--- src/rtl/bldc_macros.svh ---
// ====================================================================
// Timing and width constants for the BLDC motor driver
// Values are scaled down so that every ramp and fault state is reachable
// ====================================================================
`ifndef BLDC_MACROS_SVH
`define BLDC_MACROS_SVH

// ==================== Duty cycle and PWM ============================

// Width of every duty value; the PWM counter uses the same width
`define BLDC_DUTY_WIDTH 6

// PWM period in clocks, so a duty of 63 is the largest
`define BLDC_PWM_PERIOD 64

// Clocks with both gates of a phase off around every PWM edge
`define BLDC_DEAD_TIME 2

// ==================== Ramp control ==================================

// First applied duty of the startup ramp
`define BLDC_MIN_DUTY 1

// Clocks between ramp steps of one duty count
`define BLDC_RAMP_STEP_CYCLES 16
`define BLDC_RAMP_CNT_WIDTH 4

// ==================== Hall fault detection ==========================

// Clocks between two fault samples of the synchronized hall code
`define BLDC_HALL_SAMPLE_DIV 8
`define BLDC_HALL_DIV_WIDTH 3

// Equal samples in a row that confirm a fault or a reconnect
`define BLDC_HALL_STEADY_COUNT 4
`define BLDC_HALL_CNT_WIDTH 3

`endif

--- src/rtl/motor_pkg.sv ---
// ====================================================================
// Motor control types: duty value and ramp FSM states
// ====================================================================
`include "bldc_macros.svh"

package motor_pkg;

    // One duty cycle value, compared directly against the PWM counter
    typedef logic [`BLDC_DUTY_WIDTH-1:0] duty_t;

    // States of the duty ramp FSM
    // Stop, error and poll_hall always hold the applied duty at zero
    typedef enum logic [2:0] {
        state_stop,
        state_startup,
        state_run,
        state_spin_up,
        state_spin_down,
        state_poll_hall,
        state_error
    } ramp_state_t;

endpackage

--- src/rtl/hall_pkg.sv ---
// ====================================================================
// Hall sensor types and the six-step commutation table
// ====================================================================

package hall_pkg;

    // The three hall lines, bit 0 is phase A and bit 2 is phase C
    typedef logic [2:0] hall_code_t;

    // A phase marked in neither field is the one held low
    typedef struct packed {
        logic [2:0] pwm_phase;
        logic [2:0] float_phase;
    } phase_drive_t;

    // Maps a hall code to the phase pattern, direction high means forward
    // Reverse rotation swaps the PWM phase and the low phase
    function automatic phase_drive_t commutate(hall_code_t code, logic direction);
        phase_drive_t drive;
        logic [2:0]   low_phase;
        case (code)
            3'b101:  drive = '{pwm_phase: 3'b001, float_phase: 3'b100};
            3'b100:  drive = '{pwm_phase: 3'b001, float_phase: 3'b010};
            3'b110:  drive = '{pwm_phase: 3'b010, float_phase: 3'b001};
            3'b010:  drive = '{pwm_phase: 3'b010, float_phase: 3'b100};
            3'b011:  drive = '{pwm_phase: 3'b100, float_phase: 3'b010};
            3'b001:  drive = '{pwm_phase: 3'b100, float_phase: 3'b001};
            // Codes 000 and 111 are faults and leave every phase floating
            default: drive = '{pwm_phase: 3'b000, float_phase: 3'b111};
        endcase
        low_phase = ~(drive.pwm_phase | drive.float_phase);
        if (!direction) begin
            // The old PWM phase becomes the low phase by elimination
            drive.pwm_phase = low_phase;
        end
        return drive;
    endfunction

endpackage

--- src/rtl/hall_status_if.sv ---
// ====================================================================
// Sensor status bus from the hall monitor to the ramp controller
// ====================================================================
`timescale 1ns/1ps

interface hall_status_if import hall_pkg::*; ();

    // Registered hall code, also used for commutation
    hall_code_t hall_sync;
    // Steady 111 seen, sensor cable unplugged
    logic       disconnected;
    // Steady 000 seen, sensor or wiring broken
    logic       hardware_fault;
    // Single cycle pulse when either fault is first confirmed
    logic       fault_strike;
    // Ramp controller is waiting for the sensor to come back
    logic       polling;

    modport monitor (output hall_sync, disconnected, hardware_fault, fault_strike,
                     input polling);

    modport control (input hall_sync, disconnected, hardware_fault, fault_strike,
                     output polling);

endinterface

--- src/rtl/hall_monitor.sv ---
// ====================================================================
// Hall input synchronizer and steady-code fault detector
// ====================================================================
`timescale 1ns/1ps
`include "bldc_macros.svh"

module hall_monitor import hall_pkg::*; (
    input  logic           clk,
    input  logic           reset,
    input  logic           en,
    input  hall_code_t     hall,
    hall_status_if.monitor status
);

    localparam logic [`BLDC_HALL_DIV_WIDTH-1:0] div_last =
        `BLDC_HALL_DIV_WIDTH'(`BLDC_HALL_SAMPLE_DIV - 1);
    localparam logic [`BLDC_HALL_CNT_WIDTH-1:0] steady_count =
        `BLDC_HALL_CNT_WIDTH'(`BLDC_HALL_STEADY_COUNT);

    logic [`BLDC_HALL_DIV_WIDTH-1:0] div_cnt;
    logic [`BLDC_HALL_CNT_WIDTH-1:0] zero_cnt;
    logic [`BLDC_HALL_CNT_WIDTH-1:0] ones_cnt;
    logic [`BLDC_HALL_CNT_WIDTH-1:0] valid_cnt;
    logic                            sample_tick;
    logic                            code_valid;
    logic                            counting;

    assign sample_tick = (div_cnt == div_last);
    assign code_valid  = !(status.hall_sync inside {3'b000, 3'b111});
    // New faults are searched for only while none is latched
    assign counting    = !status.hardware_fault && !status.disconnected;

    // The sensor lines come from off chip and are registered once
    always_ff @(posedge clk) begin
        status.hall_sync <= hall;
    end

    always_ff @(posedge clk) begin
        if (reset || sample_tick) begin
            div_cnt <= '0;
        end else begin
            div_cnt <= div_cnt + 1'b1;
        end
    end

    // ==================== Steady-code counters and fault latches ======
    always_ff @(posedge clk) begin
        if (reset || !en) begin
            zero_cnt              <= '0;
            ones_cnt              <= '0;
            valid_cnt             <= '0;
            status.hardware_fault <= 1'b0;
            status.disconnected   <= 1'b0;
            status.fault_strike   <= 1'b0;
        end else begin
            status.fault_strike <= 1'b0;
            if (zero_cnt == steady_count) begin
                status.hardware_fault <= 1'b1;
                status.fault_strike   <= 1'b1;
                zero_cnt              <= '0;
            end else if (ones_cnt == steady_count) begin
                status.disconnected <= 1'b1;
                status.fault_strike <= 1'b1;
                ones_cnt            <= '0;
            end else if (valid_cnt == steady_count) begin
                status.disconnected <= 1'b0;
                valid_cnt           <= '0;
            end else if (status.hardware_fault && status.hall_sync == 3'b111) begin
                // Unplugging a broken sensor turns the fault into a disconnect
                status.hardware_fault <= 1'b0;
                status.disconnected   <= 1'b1;
            end else if (sample_tick) begin
                if (counting && status.hall_sync == 3'b000) begin
                    zero_cnt <= zero_cnt + 1'b1;
                    ones_cnt <= '0;
                end else if (counting && status.hall_sync == 3'b111) begin
                    ones_cnt <= ones_cnt + 1'b1;
                    zero_cnt <= '0;
                end else begin
                    zero_cnt <= '0;
                    ones_cnt <= '0;
                end
                // Reconnect needs valid codes in a row while the ramp polls
                if (status.polling && code_valid) begin
                    valid_cnt <= valid_cnt + 1'b1;
                end else begin
                    valid_cnt <= '0;
                end
            end
        end
    end

    // The ramp FSM takes exactly one transition per confirmed fault
    assert property (@(posedge clk) disable iff (reset)
        status.fault_strike |=> !status.fault_strike);

    assert property (@(posedge clk) disable iff (reset)
        !(status.hardware_fault && status.disconnected));

endmodule

--- src/rtl/duty_ramp.sv ---
// ====================================================================
// Motor FSM that ramps the applied duty toward the commanded duty
// ====================================================================
`timescale 1ns/1ps
`include "bldc_macros.svh"

module duty_ramp import motor_pkg::*; (
    input  logic           clk,
    input  logic           reset,
    input  logic           en,
    input  duty_t          duty_cycle,
    hall_status_if.control status,
    output duty_t          duty_applied,
    output logic           fault
);

    localparam duty_t min_duty = duty_t'(`BLDC_MIN_DUTY);
    localparam logic [`BLDC_RAMP_CNT_WIDTH-1:0] step_last =
        `BLDC_RAMP_CNT_WIDTH'(`BLDC_RAMP_STEP_CYCLES - 1);

    ramp_state_t                     state;
    logic [`BLDC_RAMP_CNT_WIDTH-1:0] step_cnt;
    logic                            step_tick;

    // One ramp step of one duty count per timer wrap
    assign step_tick = (step_cnt == step_last);

    // The monitor only counts reconnect samples while this is high
    assign status.polling = (state == state_poll_hall);

    always_ff @(posedge clk) begin
        if (reset || !en) begin
            state        <= state_stop;
            duty_applied <= '0;
            step_cnt     <= '0;
            fault        <= 1'b0;
        end else if (status.fault_strike) begin
            // Any confirmed fault removes drive at once
            duty_applied <= '0;
            step_cnt     <= '0;
            state        <= status.disconnected ? state_poll_hall : state_error;
        end else begin
            step_cnt <= step_tick ? '0 : step_cnt + 1'b1;
            case (state)
                state_stop: begin
                    duty_applied <= '0;
                    if (duty_cycle > min_duty) begin
                        duty_applied <= min_duty;
                        step_cnt     <= '0;
                        state        <= state_startup;
                    end
                end
                state_startup: begin
                    if (duty_cycle <= min_duty) begin
                        duty_applied <= '0;
                        state        <= state_stop;
                    end else if (duty_applied >= duty_cycle) begin
                        // A lowered command is handled by spin_down from run
                        state <= state_run;
                    end else if (step_tick) begin
                        duty_applied <= duty_applied + 1'b1;
                    end
                end
                state_run: begin
                    step_cnt <= '0;
                    if (duty_cycle > duty_applied) begin
                        state <= state_spin_up;
                    end else if (duty_cycle < duty_applied) begin
                        state <= state_spin_down;
                    end
                end
                state_spin_up: begin
                    if (duty_applied == duty_cycle) begin
                        state <= state_run;
                    end else if (duty_applied > duty_cycle) begin
                        state <= state_spin_down;
                    end else if (step_tick) begin
                        duty_applied <= duty_applied + 1'b1;
                    end
                end
                state_spin_down: begin
                    if (duty_applied == '0) begin
                        state <= state_stop;
                    end else if (duty_applied == duty_cycle) begin
                        state <= state_run;
                    end else if (duty_applied < duty_cycle) begin
                        state <= state_spin_up;
                    end else if (step_tick) begin
                        duty_applied <= duty_applied - 1'b1;
                    end
                end
                state_poll_hall: begin
                    // Restart through spin_down, which falls straight into stop
                    if (!status.disconnected) begin
                        state <= state_spin_down;
                    end
                end
                state_error: begin
                    fault <= 1'b1;
                    if (status.disconnected) begin
                        fault <= 1'b0;
                        state <= state_poll_hall;
                    end
                end
                default: begin
                    duty_applied <= '0;
                    state        <= state_stop;
                end
            endcase
        end
    end

    // No gate may switch while the FSM is idle or waiting on a fault
    assert property (@(posedge clk) disable iff (reset)
        (state inside {state_stop, state_error, state_poll_hall}) |-> duty_applied == '0);

endmodule

--- src/rtl/pwm_bridge.sv ---
// ====================================================================
// Shared PWM counter, commutation lookup and dead-timed gate outputs
// for the three half bridges
// ====================================================================
`timescale 1ns/1ps
`include "bldc_macros.svh"

module pwm_bridge import motor_pkg::*, hall_pkg::*; (
    input  logic       clk,
    input  logic       reset,
    input  logic       en,
    input  hall_code_t hall_sync,
    input  logic       direction,
    input  duty_t      duty_applied,
    output logic [2:0] phase_h,
    output logic [2:0] phase_l
);

    // One extra bit so that duty plus dead time cannot wrap
    localparam int unsigned ext_width = `BLDC_DUTY_WIDTH + 1;
    localparam duty_t period_last = duty_t'(`BLDC_PWM_PERIOD - 1);
    localparam logic [ext_width-1:0] dead_time = ext_width'(`BLDC_DEAD_TIME);

    duty_t                pwm_cnt;
    phase_drive_t         drive;
    logic [2:0]           low_phase;
    logic [ext_width-1:0] cnt_ext;
    logic [ext_width-1:0] duty_ext;
    logic                 high_on;
    logic                 low_on;
    logic [2:0]           phase_h_next;
    logic [2:0]           phase_l_next;

    // Free-running counter shared by all three phases
    always_ff @(posedge clk) begin
        if (reset || pwm_cnt == period_last) begin
            pwm_cnt <= '0;
        end else begin
            pwm_cnt <= pwm_cnt + 1'b1;
        end
    end

    assign drive     = commutate(hall_sync, direction);
    assign low_phase = ~(drive.pwm_phase | drive.float_phase);

    // ==================== PWM window with dead time ===================
    assign cnt_ext  = {1'b0, pwm_cnt};
    assign duty_ext = {1'b0, duty_applied};

    // High side from dead_time to duty, low side from duty + dead_time to the end
    // Both sides are off for dead_time clocks around each edge
    assign high_on = (cnt_ext >= dead_time) && (cnt_ext < duty_ext);
    assign low_on  = (cnt_ext >= duty_ext + dead_time);

    // The low phase keeps its low side on, a floating phase has both off
    assign phase_h_next = drive.pwm_phase & {3{high_on}};
    assign phase_l_next = (drive.pwm_phase & {3{low_on}}) | low_phase;

    always_ff @(posedge clk) begin
        if (reset || !en) begin
            phase_h <= 3'b000;
            phase_l <= 3'b000;
        end else begin
            phase_h <= phase_h_next;
            phase_l <= phase_l_next;
        end
    end

    // Shoot-through guard across commutation changes and PWM edges
    assert property (@(posedge clk) disable iff (reset)
        (phase_h & phase_l) == 3'b000);

endmodule

--- src/rtl/bldc_driver.sv ---
// ====================================================================
// BLDC driver top level with hall monitor, duty ramp and PWM bridge
// ====================================================================
`timescale 1ns/1ps

module bldc_driver import motor_pkg::*, hall_pkg::*; (
    input  logic       clk,
    input  logic       reset,
    input  logic       en,
    input  hall_code_t hall,
    input  duty_t      duty_cycle,
    input  logic       direction,
    output logic [2:0] phase_h,
    output logic [2:0] phase_l,
    output logic       connected,
    output logic       fault
);

    duty_t duty_applied;

    hall_status_if status_bus ();

    // Sensor status producer
    hall_monitor u_hall_monitor (
        .clk    (clk),
        .reset  (reset),
        .en     (en),
        .hall   (hall),
        .status (status_bus.monitor)
    );

    duty_ramp u_duty_ramp (
        .clk          (clk),
        .reset        (reset),
        .en           (en),
        .duty_cycle   (duty_cycle),
        .status       (status_bus.control),
        .duty_applied (duty_applied),
        .fault        (fault)
    );

    // Gate driver, commutated from the same registered hall code
    pwm_bridge u_pwm_bridge (
        .clk          (clk),
        .reset        (reset),
        .en           (en),
        .hall_sync    (status_bus.hall_sync),
        .direction    (direction),
        .duty_applied (duty_applied),
        .phase_h      (phase_h),
        .phase_l      (phase_l)
    );

    assign connected = ~status_bus.disconnected;

endmodule

--- config.mk ---
export PLATFORM = sky130hd
export DESIGN_NAME = bldc_driver
export DESIGN_NICKNAME = d
export VERILOG_FILES = /design/src/rtl/motor_pkg.sv /design/src/rtl/hall_pkg.sv /design/src/rtl/hall_status_if.sv /design/src/rtl/hall_monitor.sv /design/src/rtl/duty_ramp.sv /design/src/rtl/pwm_bridge.sv /design/src/rtl/bldc_driver.sv
export VERILOG_INCLUDE_DIRS = /design/src /design/src/rtl
export SDC_FILE = /design/constraint.sdc
export NUM_CORES = 1
export LEC_CHECK = 0
export ABC_AREA = 1
export BUFFER_PORTS_ARGS = -buffer_cell sky130_fd_sc_hd__buf_4
export CORE_MARGIN = 8
export CORE_UTILIZATION = 25
export DETAILED_ROUTE_END_ITERATION = 7
export PLACE_DENSITY_LB_ADDON = 0.05
export SLEW_MARGIN = 20
export SYNTH_ARGS = -nofsm -noshare
export SYNTH_HDL_FRONTEND = slang
export SYNTH_HIERARCHICAL = 1
export SYNTH_SLANG_ARGS = --single-unit
--- constraint.sdc ---
create_clock -name clk -period 2.52 [get_ports clk]
set_clock_uncertainty 0.05 [all_clocks]
set_input_delay 0.63 -clock clk [delete_from_list [all_inputs] [get_ports clk]]
set_output_delay 0.63 -clock clk [all_outputs]
set_load 0.05 [all_outputs]
# == After elaboration in Yosys (flattened, before gate mapping) ==
# Cells that the tools add are included.
# word_totals
reg_bits,44
out_inout_bits,8
wordCells,171
# op_classes
add_sub_neg,9
mux,52
reduce_logical,32
order_cmp,10
bitwise,14
eq_ne,39
# op_table
operator,count
$mux W3,25
$mux W6,9
$pmux W6 S6,1
$eq A3 B3 Y1 const B,11
$pmux W6 S5,1
$pmux W3 S7,1
$lt A6 B6 Y1,3
$add A3 B1 Y3 const B,4
$add A6 B1 Y6 const B,2
$eq A3 B2 Y1 const B,4
$gt A6 B6 Y1,2
$ne A2 B1 Y1 const B,6
$ne A4 B2 Y1 const B,3
$reduce_and A4 Y1,3
$mux W1,11
$ne A2 B2 Y1 const B,5
$or A3 B3 Y3,3
$mux W4,2
$pmux W4 S2,1
$reduce_and A8 Y1,1
$reduce_bool A2 Y1,4
$add A6 B2 Y7 const B,1
$ge A6 B7 Y1,1
$not A1 Y1,7
other kinds (27),45

# == Longest topological paths before layout ==
# Gate-level depths: netlist (run 1).
# depth
word_depth,9
depth_mapped,15

# == By module ==
# The synthesis (run 1) kept the hierarchy.
# modules_own_cells
mod,area_each_um2,seq_area_each_um2,cells_each,n_inst
duty_ramp,1281.2,280.3,222,1
pwm_bridge,1031.0,240.2,151,1
hall_monitor,1008.5,360.3,139,1
bldc_driver,3.8,0.0,1,1

# == Worst setup path before layout (run 1) ==
# OpenSTA, ideal clock, no wires.
# synth_timing
path_kind,in2reg
start,input port duty_cycle[5]
end,register u_duty_ramp.state[1]
cell_stages,13
path_slack_ps,494
setup_ps,113
t_arrival_ps,1863
t_required_ps,2357
cell_sequence,inv_1 ha_1 nand2_1 nor2_1 nand2_1 nand3_1 nand2_1 nand2_1 nand2_1 nor2_2 nand2_1 nand2_1 nor2_1
# synth_between
elab_chain_cells,5
word_cells_on_any_way,21
# synth_lines
item,line,rtl
start: declaration,bldc_driver.sv:11,"input duty_t duty_cycle,"
branches (longest 5 deep; another with $gt A6 B6 Y1),n/a,
end signal: assignment,duty_ramp.sv:83,state <= state_stop;
end signal: assignment,duty_ramp.sv:85,state <= state_run;
end signal: assignment,duty_ramp.sv:87,state <= state_spin_up;
end: declaration,duty_ramp.sv:21,ramp_state_t state;
# Parallel ways; which one is timed is not known.
# A chain may end at the register's enable or synchronous reset.

# == Final worst setup path (run 1) ==
# layout_timing
start,register u_duty_ramp.duty_applied[0]
end,register u_duty_ramp.state[0]
# layout_between
elab_chain_cells,5
word_cells_on_any_way,18
# layout_lines
item,line,rtl
start: declaration,duty_ramp.sv:13,"output duty_t duty_applied,"
start signal: assignment,duty_ramp.sv:48,duty_applied <= min_duty;
start signal: assignment,duty_ramp.sv:61,duty_applied <= duty_applied + 1'b1;
start signal: assignment,duty_ramp.sv:78,duty_applied <= duty_applied + 1'b1;
branches (longest 5 deep; another with $gt A6 B6 Y1),n/a,
# Parallel ways; which one is timed is not known.

==> results of run 1 <==
cell usage after synthesis:
cell        n
nand3_4     1
buf_2       2
o21a_1      1
a31oi_2     1
nand3b_1    1
o21ai_1     5
clkinv_2    1
inv_2       7
inv_1      81
and2_4      1
nor2_1     81
o22ai_1     1
xor2_1      9
a21boi_0    1
nand4_2     1
nand3_1    31
o21ai_0    17
dfxtp_1    44
a21oi_2     3
nor2_2      5
nand2_2     8
nand3_2     2
nor3b_2     1
nand2_1   126
ha_1       36
o21bai_2    1
a21oi_1    19
nand2_4     3
o21ai_2     3
nand4_1    10
nor3_2      1
nor2_4      2
xnor2_1     2
o211ai_1    1
nor3_1      4
worst max-delay path, stage by stage, from the launching register on:
cell and delay (ns):
dfxtp_1 0.36, inv_1 0.25, ha_1 0.23, inv_1 0.05
nor2_1 0.20, nand3_1 0.19, nand3_1 0.15, nand2_1 0.06
nand2_1 0.06, nand2_1 0.06, nor2_2 0.23, nand2_1 0.08
nand2_1 0.06, nor2_1 0.04
final timing paths:
check                                   start                   endpoint  slack, ns  cells after the start
hold / removal      u_hall_monitor/div_cnt[0]  u_hall_monitor/div_cnt[0]       0.37                      1
setup / recovery  u_duty_ramp/duty_applied[0]       u_duty_ramp/state[0]       0.34                     13
setup reg to reg  u_duty_ramp/duty_applied[0]       u_duty_ramp/state[0]       0.34                     13
hold reg to reg     u_hall_monitor/div_cnt[0]  u_hall_monitor/div_cnt[0]       0.37                      1
sequential cells by signal, summed over array words and instances, names as in the netlist, 3 cells and up:
name and flops:
u_pwm_bridge/phase_h 3, u_duty_ramp/duty_applied 6, u_hall_monitor/status.hall_sync 3, u_pwm_bridge/pwm_cnt 6, u_duty_ramp/state 3, u_hall_monitor/valid_cnt 3, u_hall_monitor/div_cnt 3, u_pwm_bridge/phase_l 3
u_duty_ramp/step_cnt 4, u_hall_monitor/ones_cnt 3, u_hall_monitor/zero_cnt 3
per-stage QoR:
stage	area (sq um)	hold slack (ns)	worst slack (ns)	total power, W
2_1_floorplan	3320	0.349	0.494	0.00102
3_3_place_gp	3710	0.360	0.237	0.00112
3_5_place_dp	3710	0.375	0.162	0.00113
4_1_cts	3880	0.367	0.325	0.00191
5_1_grt	3880	0.367	0.0604	0.00199
6_report	3880	0.374	0.339	0.00187
cell type report:
cell class	count	area (sq um)
fill	1501	9260
tap	176	220
multi-input combinational	378	2100
clock inverter	2	35.0
sequential	44	881
inverter	89	335
clock buffer	6	129
timing repair buffer	24	180
layer usage:
layer / wire (um) / vias to the layer above
li1: - / 1665
met3: 225 / 7
met4: 136 / 0
met5: 0 / -
met2: 3920 / 32
met1: 4110 / 1374
cells by family after synthesis:
group | synth area share [%]
compound gates | 9.33
flops | 26.5
buf+inv | 10.4
simple gates | 37.3
fa+ha+maj | 13.5
xor+xnor | 2.90
where the power goes:
part	switching [W]	internal, W
Clock	0.000295	0.000467
Combinational	0.000220	0.000127
Sequential	0.0000361	0.000721
Total	0.000551	0.00132
==> impl_metrics.env, run 1 <==
export IMPL_syn_area_per_cell_sq_um=6.48
export IMPL_synth_seq_cells=44
export IMPL_syn2layout_area_growth_pct=16.7
export IMPL_worstPathRequired_ns=2.66
export IMPL_share_of_final_layout_standard_cells_stronger_than_drive_strength_1_pct=13.3
export IMPL_drt_pre_antenna_iters=4
export IMPL_largest_net_degree_at_the_start_of_global_routing=14
export IMPL_post_cts_resized=0
export IMPL_worst_path_max_fanout=7
export IMPL_buffer_ports_inserted=20
export IMPL_row_count=42
export IMPL_final_max_slew_violation_count=0
export IMPL_cp_arrival_ns=2.32
export IMPL_insertedDiodeCount=0
export IMPL_max_cap_violations=0
export IMPL_core_area_sq_um=13100
export IMPL_clock_path_buffers=2
export IMPL_drtIter0Drc=113
export IMPL_critPathCaptureType="register"
export IMPL_synth_largest_area_cell="dfxtp_1"
export IMPL_vdd_ir_drop_worst_uv=342
export IMPL_grt_busiest_layer="met2"
export IMPL_cts_reportedPaths_clkPinSlew_ns=0.06
export IMPL_power_leakage_nw=1.91
export IMPL_ys_seq_area_share_pct=26.5
export IMPL_die_boundary_height_um=131
export IMPL_cts_max_level=2
export IMPL_worstMarginPinSlew_ns=0.502
export IMPL_final_cell_mix="nand2_1, inv_1, nor2_1, dfxtp_1, ha_1"
export IMPL_globalRouteMet1Util_pct=12.5
export IMPL_route_detailed_drc=0
export IMPL_final_util_pct=29.5
export IMPL_antenna_found_initial=0
export IMPL_postCtsSetupBuffers=0
export IMPL_run_status="finished, final reports clean"
export IMPL_ratio_of_total_power_to_cell_area_nw_per_um2=481
export IMPL_synth_top_cells_by_area="dfxtp_1, nand2_1, ha_1, inv_1, nor2_1"
export IMPL_dp_final_hpwl_mm=6.69
export IMPL_routed_via_density=4.28
export IMPL_vias=3078
export IMPL_worstSetupPathType="reg2reg"
export IMPL_die_area_sq_um=17200
export IMPL_distinct_cell_type_count_after_synthesis=35
export IMPL_floorplan_initialDensity_pct=25.3
export IMPL_globalplace_congestion=0.791
export IMPL_timing_final_crit_period_ns=2.18
export IMPL_slew_headroom_pct=66.3
export IMPL_final_period_utilization_pct=86.6
export IMPL_clock_tree_root_cell="clkbuf_16"
export IMPL_synthesis_area_sq_um=3320
export IMPL_worstSkewPairLatency_ns=0.30
export IMPL_tritoncts_clock_tree="built"
export IMPL_instances_no_fill=719
export IMPL_setup_tns_final_ns=0
export IMPL_rsz_0062_raised_after_global_routing="no"
export IMPL_mostFrequentLayoutCell="nand2_1"
export IMPL_holdBufCountCts=0
export IMPL_antenna_left=0
export IMPL_critical_path_startpoint_type="register"
export IMPL_io_pins=21
export IMPL_tritoncts_num_sinks=44
export IMPL_total_global_routing_track_utilization_pct=10.2
export IMPL_ys_warn_count=6
export IMPL_grt_pass1_wl_mm=14.4
export IMPL_routed_wire_per_std_cell_um=11.7
export IMPL_drt_total_wl_mm=8.40
export IMPL_path_type_of_the_worst_min_delay_path="reg2reg"
export IMPL_die_width_um=131
export IMPL_global_route_usage_met3_pct=2.06
export IMPL_via_count_of_the_first_global_routing_pass=3024
export IMPL_cts_made_buffers=5
export IMPL_fin_nets=591
export IMPL_maxClockFrequency_mhz=458
export IMPL_synthesized_instance_count=513
export IMPL_total_instance_count_after_detailed_placement=711
export IMPL_postSynthNetCount=562
export IMPL_timing_final_setup_violations=0
export IMPL_synth_top_cell_area_share_pct=26.5
export IMPL_gr_layer_usage_met2_pct=17.0
export IMPL_hold_viol_final=0
export IMPL_grt_ovfl_total=0
Note: power is estimated with default switching activity, not from simulation.
==> run 2, diff against run 1 <==
CAP_MARGIN = 10   (was unset)
CORE_UTILIZATION = 40   (was 25)
RECOVER_POWER = 25   (was unset)
==> run 2 against run 1 <==
Sequential cell count unchanged. Combinational power decreased by 2%. Hold slack improved by 0.015 ns. Cell count fell by 10%. Largest power group is now registers.
==> impl_metrics.env, run 2 (synthesis gave the netlist of run 1 again) <==
export IMPL_run_status="finished, final reports clean"
export IMPL_globalplace_congestion=0.880
export IMPL_row_count=33
export IMPL_drt_total_wl_mm=7.27
export IMPL_die_boundary_height_um=107
export IMPL_postCtsSetupBuffers=0
export IMPL_critPathLaunch="u_duty_ramp/duty_applied[0]"
export IMPL_total_global_routing_track_utilization_pct=13.2
export IMPL_grt_pass1_wl_mm=12.6
export IMPL_route_detailed_drc=0
export IMPL_grt_ovfl_total=0
export IMPL_drtIter0Drc=105
export IMPL_worstMarginPinSlew_ns=0.610
export IMPL_critPathCaptureType="register"
export IMPL_antenna_found_initial=0
export IMPL_hold_viol_final=0
export IMPL_final_cell_mix="nand2_1, inv_1, nor2_1, dfxtp_1, ha_1"
export IMPL_cts_reportedPaths_clkPinSlew_ns=0.10
export IMPL_share_of_final_layout_standard_cells_stronger_than_drive_strength_1_pct=12.2
export IMPL_mostFrequentLayoutCell="nand2_1"
export IMPL_tritoncts_clock_tree="built"
export IMPL_slowest_cell_delay_on_critical_path_ns=0.35
export IMPL_holdBufCountCts=0
export IMPL_postLayoutCellArea_sq_um=3710
export IMPL_die_area_sq_um=11500
export IMPL_die_width_um=107
export IMPL_worstHoldStart="u_hall_monitor/div_cnt[0]"
export IMPL_path_type_of_the_worst_min_delay_path="reg2reg"
export IMPL_power_leakage_nw=1.87
export IMPL_routed_via_density=4.68
export IMPL_floorplan_initialDensity_pct=40.9
export IMPL_vdd_ir_drop_worst_uv=210
export IMPL_maxClockFrequency_mhz=456
export IMPL_layout_filler_cells=878
export IMPL_max_cap_violations=0
export IMPL_fin_nets=590
export IMPL_setup_tns_final_ns=0
export IMPL_drt_pre_antenna_iters=4
export IMPL_slew_headroom_pct=59.5
export IMPL_buffer_ports_inserted=20
export IMPL_antenna_left=0
export IMPL_final_period_utilization_pct=87.1
export IMPL_final_util_pct=45.6
export IMPL_cp_arrival_ns=2.34
export IMPL_clock_path_buffers=2
export IMPL_largest_registers="u_duty_ramp/duty_applied (6), u_pwm_bridge/pwm_cnt (6), u_duty_ramp/step_cnt (4)"
export IMPL_critical_path_startpoint_type="register"
export IMPL_post_cts_resized=0
export IMPL_dpl_instance_area_sq_um=3620
export IMPL_worst_path_max_fanout=7
export IMPL_clock_tree_root_cell="clkbuf_8"
export IMPL_worstPathRequired_ns=2.67
export IMPL_timing_final_setup_violations=0
export IMPL_ratio_of_total_power_to_cell_area_nw_per_um2=452
export IMPL_core_area_sq_um=8130
export IMPL_io_pins=21
export IMPL_worstSkewPairLatency_ns=0.30
export IMPL_cts_made_buffers=5
export IMPL_worstSetupPathType="reg2reg"
export IMPL_routed_wire_per_std_cell_um=11.2
export IMPL_worst_path_cell_trace="inv_1 -> ha_1 -> inv_1 -> nor2_1 -> nand3_1 -> nand3_1 -> nand2_1 -> nand2_1 -> nand2_1 -> nor2_2 -> nand2_1 -> nand2_1 -> nor2_1"
export IMPL_worst_path_dominant_cell_family="simple AND/OR/NAND/NOR gates"
export IMPL_syn2layout_area_growth_pct=11.6
export IMPL_cts_max_level=2
export IMPL_crit_buf_inv=2
export IMPL_timing_final_crit_period_ns=2.20
export IMPL_vias=3028
export IMPL_rsz_0062_raised_after_global_routing="no"
export IMPL_final_max_slew_violation_count=0
export IMPL_largest_net_degree_at_the_start_of_global_routing=15
export IMPL_insertedDiodeCount=0
export IMPL_dp_final_hpwl_mm=5.84
export IMPL_tritoncts_num_sinks=44
export IMPL_reg2reg_from="u_duty_ramp/duty_applied[0]"
export IMPL_critical_path_top_cell_by_count="nand2_1"
export IMPL_slowest_cell_on_crit_path="dfxtp_1"
export IMPL_via_count_of_the_first_global_routing_pass=2929
-- run 2: changes by cell type in the layout (fill, tap and decap cells not counted), sizes merged --
| cell | change |
|---|---|
| buf | -8 |
| clkbuf | +7 |
-- run 2: cell type report --
type | instances | area [sq um] | area share, %
clock buffers | 6 | 82.6 | 2.23
clock inverters | 2 | 38.8 | 1.05
inverters | 89 | 335 | 9.04
multi-input cells | 378 | 2080 | 56.2
flip-flops and latches | 44 | 881 | 23.7
well taps | 105 | 131 | 3.54
repair buffers | 23 | 158 | 4.25
-- run 2: layer usage --
layer	wire [um]	track usage (%)	vias to the layer above
met5	0	0	-
met4	70	3.92	0
met3	165	2.10	5
met2	3430	23.3	29
met1	3600	15.9	1338
li1	-	-	1656
-- run 2: worst paths after layout --
check,to,slack (ns),cells after the start
setup reg to reg,u_duty_ramp/state[1],0.32,13
hold reg to reg,u_hall_monitor/div_cnt[0],0.39,1
hold / removal,u_hall_monitor/div_cnt[0],0.39,1
setup / recovery,u_duty_ramp/state[1],0.32,13
-- run 2: worst register-to-register path, stage by stage (launching register included) --
cell     delay, ns
dfxtp_1       0.35
inv_1         0.24
ha_1          0.24
inv_1         0.04
nor2_1        0.23
nand3_1       0.21
nand3_1       0.17
nand2_1       0.06
nand2_1       0.07
nand2_1       0.06
nor2_2        0.22
nand2_1       0.08
nand2_1       0.06
nor2_1        0.03
-- run 2: power breakdown --
part	internal (W)	switching (W)
Clock	0.000325	0.000256
Sequential	0.000720	0.0000335
Combinational	0.000125	0.000217
-- run 2: per-stage QoR --
step           hold WS (ns)  std cells  worst slack [ns]  total power (W)
6_report              0.388        647             0.325          0.00168
5_1_grt               0.378        647            0.0686          0.00178
4_1_cts               0.361        647             0.352          0.00170
3_5_place_dp          0.382        639             0.196          0.00111
3_3_place_gp          0.359        639             0.276          0.00111
2_1_floorplan         0.349        513             0.494          0.00102
==> run 3, diff against run 2 <==
CELL_PAD_IN_SITES_DETAIL_PLACEMENT = 0   (was unset)
CELL_PAD_IN_SITES_GLOBAL_PLACEMENT = 1   (was unset)
==> run 3 against run 2 <==
Hold slack got worse by 0.014 ns. Total power decreased by 9.4%. Critical path type unchanged. First-iteration DRC count rose by 12%. Critical endpoint unchanged. Global-route usage barely moved.
==> impl_metrics.env, run 3 (synthesis gave the netlist of run 1 again) <==
export IMPL_routed_wire_per_std_cell_um=11.1
export IMPL_drt_total_wl_mm=7.18
export IMPL_share_clk_of_total_power_pct=27.9
export IMPL_grt_pass1_wl_mm=12.8
export IMPL_clock_tree_root_cell="clkbuf_8"
export IMPL_switching_power_w=0.000484
export IMPL_antenna_left=0
export IMPL_maxClockFrequency_mhz=471
export IMPL_top_signal_layer_used="met4"
export IMPL_globalplace_congestion=0.867
export IMPL_met2_wirelength_mm=3.37
export IMPL_buffer_ports_inserted=20
export IMPL_largest_registers="u_duty_ramp/duty_applied (6), u_pwm_bridge/pwm_cnt (6), u_duty_ramp/step_cnt (4)"
export IMPL_vias=2976
export IMPL_worstPathRequired_ns=2.66
export IMPL_comb_power_share_pct=22.6
export IMPL_internal_power_w=0.00103
export IMPL_wl_met3_um=139
export IMPL_tritoncts_clock_tree="built"
export IMPL_timing_final_setup_violations=0
export IMPL_critPathCaptureType="register"
export IMPL_route_detailed_drc=0
export IMPL_cts_made_buffers=5
export IMPL_die_boundary_height_um=107
export IMPL_timing_final_crit_period_ns=2.12
export IMPL_max_cap_violations=0
export IMPL_mostFrequentLayoutCell="nand2_1"
export IMPL_vdd_ir_drop_worst_uv=190
export IMPL_run_status="finished, final reports clean"
export IMPL_grt_ovfl_total=0
export IMPL_slowest_cell_on_crit_path="dfxtp_1"
export IMPL_post_cts_resized=0
export IMPL_worstSkewPairLatency_ns=0.29
export IMPL_total_global_routing_track_utilization_pct=13.2
export IMPL_worst_path_max_fanout=7
export IMPL_io_pins=21
export IMPL_cp_arrival_ns=2.27
export IMPL_rsz_0062_raised_after_global_routing="no"
export IMPL_holdBufCountCts=0
export IMPL_final_period_utilization_pct=84.2
export IMPL_die_area_sq_um=11500
export IMPL_floorplan_initialDensity_pct=40.9
export IMPL_power_leakage_nw=1.86
export IMPL_total_instance_count_after_detailed_placement=639
export IMPL_setup_tns_final_ns=0
export IMPL_cts_reportedPaths_clkPinSlew_ns=0.09
export IMPL_antenna_found_initial=0
export IMPL_final_max_slew_violation_count=0
export IMPL_hold_viol_final=0
export IMPL_power_frac_seq_pct=49.6
export IMPL_critical_path_top_cell_by_count="nand2_1"
export IMPL_core_area_sq_um=8130
export IMPL_clock_path_buffers=2
export IMPL_cts_max_level=2
export IMPL_share_of_final_layout_standard_cells_stronger_than_drive_strength_1_pct=12.8
export IMPL_drt_pre_antenna_iters=4
export IMPL_worstSetupPathType="reg2reg"
export IMPL_path_type_of_the_worst_min_delay_path="reg2reg"
export IMPL_routed_via_density=4.61
export IMPL_net_switching_fraction_of_the_power_pct=31.9
export IMPL_largest_net_degree_at_the_start_of_global_routing=14
export IMPL_slowest_cell_delay_on_critical_path_ns=0.35
export IMPL_die_width_um=107
export IMPL_worst_path_dominant_cell_family="simple AND/OR/NAND/NOR gates"
export IMPL_via_count_of_the_first_global_routing_pass=2894
export IMPL_critical_path_startpoint_type="register"
export IMPL_ratio_of_total_power_to_cell_area_nw_per_um2=412
export IMPL_postCtsSetupBuffers=0
export IMPL_tritoncts_num_sinks=44
export IMPL_fin_nets=590
export IMPL_syn2layout_area_growth_pct=11.0
export IMPL_final_cell_mix="nand2_1, inv_1, nor2_1, dfxtp_1, ha_1"
export IMPL_worst_path_cell_trace="inv_1 -> ha_1 -> inv_1 -> nor2_1 -> nand3_1 -> nand3_1 -> nand2_1 -> nand2_1 -> nand2_1 -> nor2_2 -> nand2_1 -> nand2_1 -> nor2_1"
export IMPL_crit_buf_inv=2
export IMPL_power_w=0.00152
export IMPL_dp_final_hpwl_mm=5.84
export IMPL_instances_no_fill=646
export IMPL_drt_met1_wl_mm=3.59
export IMPL_drtIter0Drc=118
export IMPL_slew_headroom_pct=65.9
export IMPL_row_count=33
export IMPL_worstMarginPinSlew_ns=0.509
export IMPL_insertedDiodeCount=0
[run 3: power groups by stage]
| stage | registers, W | clock network, W | logic [W] |
|---|---|---|---|
| floorplan | 0.000777 | 0 | 0.000244 |
| global placement | 0.000770 | 0 | 0.000343 |
| detailed placement | 0.000769 | 0 | 0.000343 |
| CTS | 0.000753 | 0.000451 | 0.000345 |
| global route | 0.000758 | 0.000476 | 0.000401 |
| finish | 0.000753 | 0.000424 | 0.000342 |
[run 3: area by class of cell]
class / count / area [sq um]
Sequential cell: 44 / 881
Clock inverter: 2 / 12.5
Timing Repair Buffer: 23 / 173
Inverter: 89 / 335
Fill cell: 850 / 4450
Clock buffer: 5 / 68.8
Multi-Input combinational cell: 378 / 2090
Tap cell: 105 / 131
[run 3: worst reg2reg max path: stages (launching register included)]
cell,delay (ns)
dfxtp_1,0.35
inv_1,0.22
ha_1,0.22
inv_1,0.05
nor2_1,0.21
nand3_1,0.19
nand3_1,0.16
nand2_1,0.06
nand2_1,0.07
nand2_1,0.06
nor2_2,0.22
nand2_1,0.08
nand2_1,0.06
nor2_1,0.04
[run 3: stage by stage]
stage	instance area, sq um	setup slack [ns]	hold WS [ns]	utilization [%]
global route	3690	0.123	0.380	45.3
detailed placement	3620	0.198	0.368	44.5
finish	3690	0.398	0.375	45.3
floorplan	3320	0.494	0.349	-
global placement	3620	0.263	0.365	44.5
CTS	3700	0.387	0.367	45.5
[run 3: path summary, 6_finish.rpt]
path	start	endpoint	slack, ns	depth (start not counted)
worst max-delay path	u_duty_ramp/duty_applied[0]	u_duty_ramp/state[1]	0.40	13
worst min register to register	u_hall_monitor/div_cnt[0]	u_hall_monitor/div_cnt[0]	0.37	1
worst min-delay path	u_hall_monitor/div_cnt[0]	u_hall_monitor/div_cnt[0]	0.37	1
worst max register to register	u_duty_ramp/duty_applied[0]	u_duty_ramp/state[1]	0.40	13
[run 3: metal layers]
layer / vias up / GRT usage (%)
met5: - / 0
met1: 1291 / 16.6
met3: 7 / 2.16
li1: 1659 / -
met4: 0 / 3.52
met2: 19 / 22.7
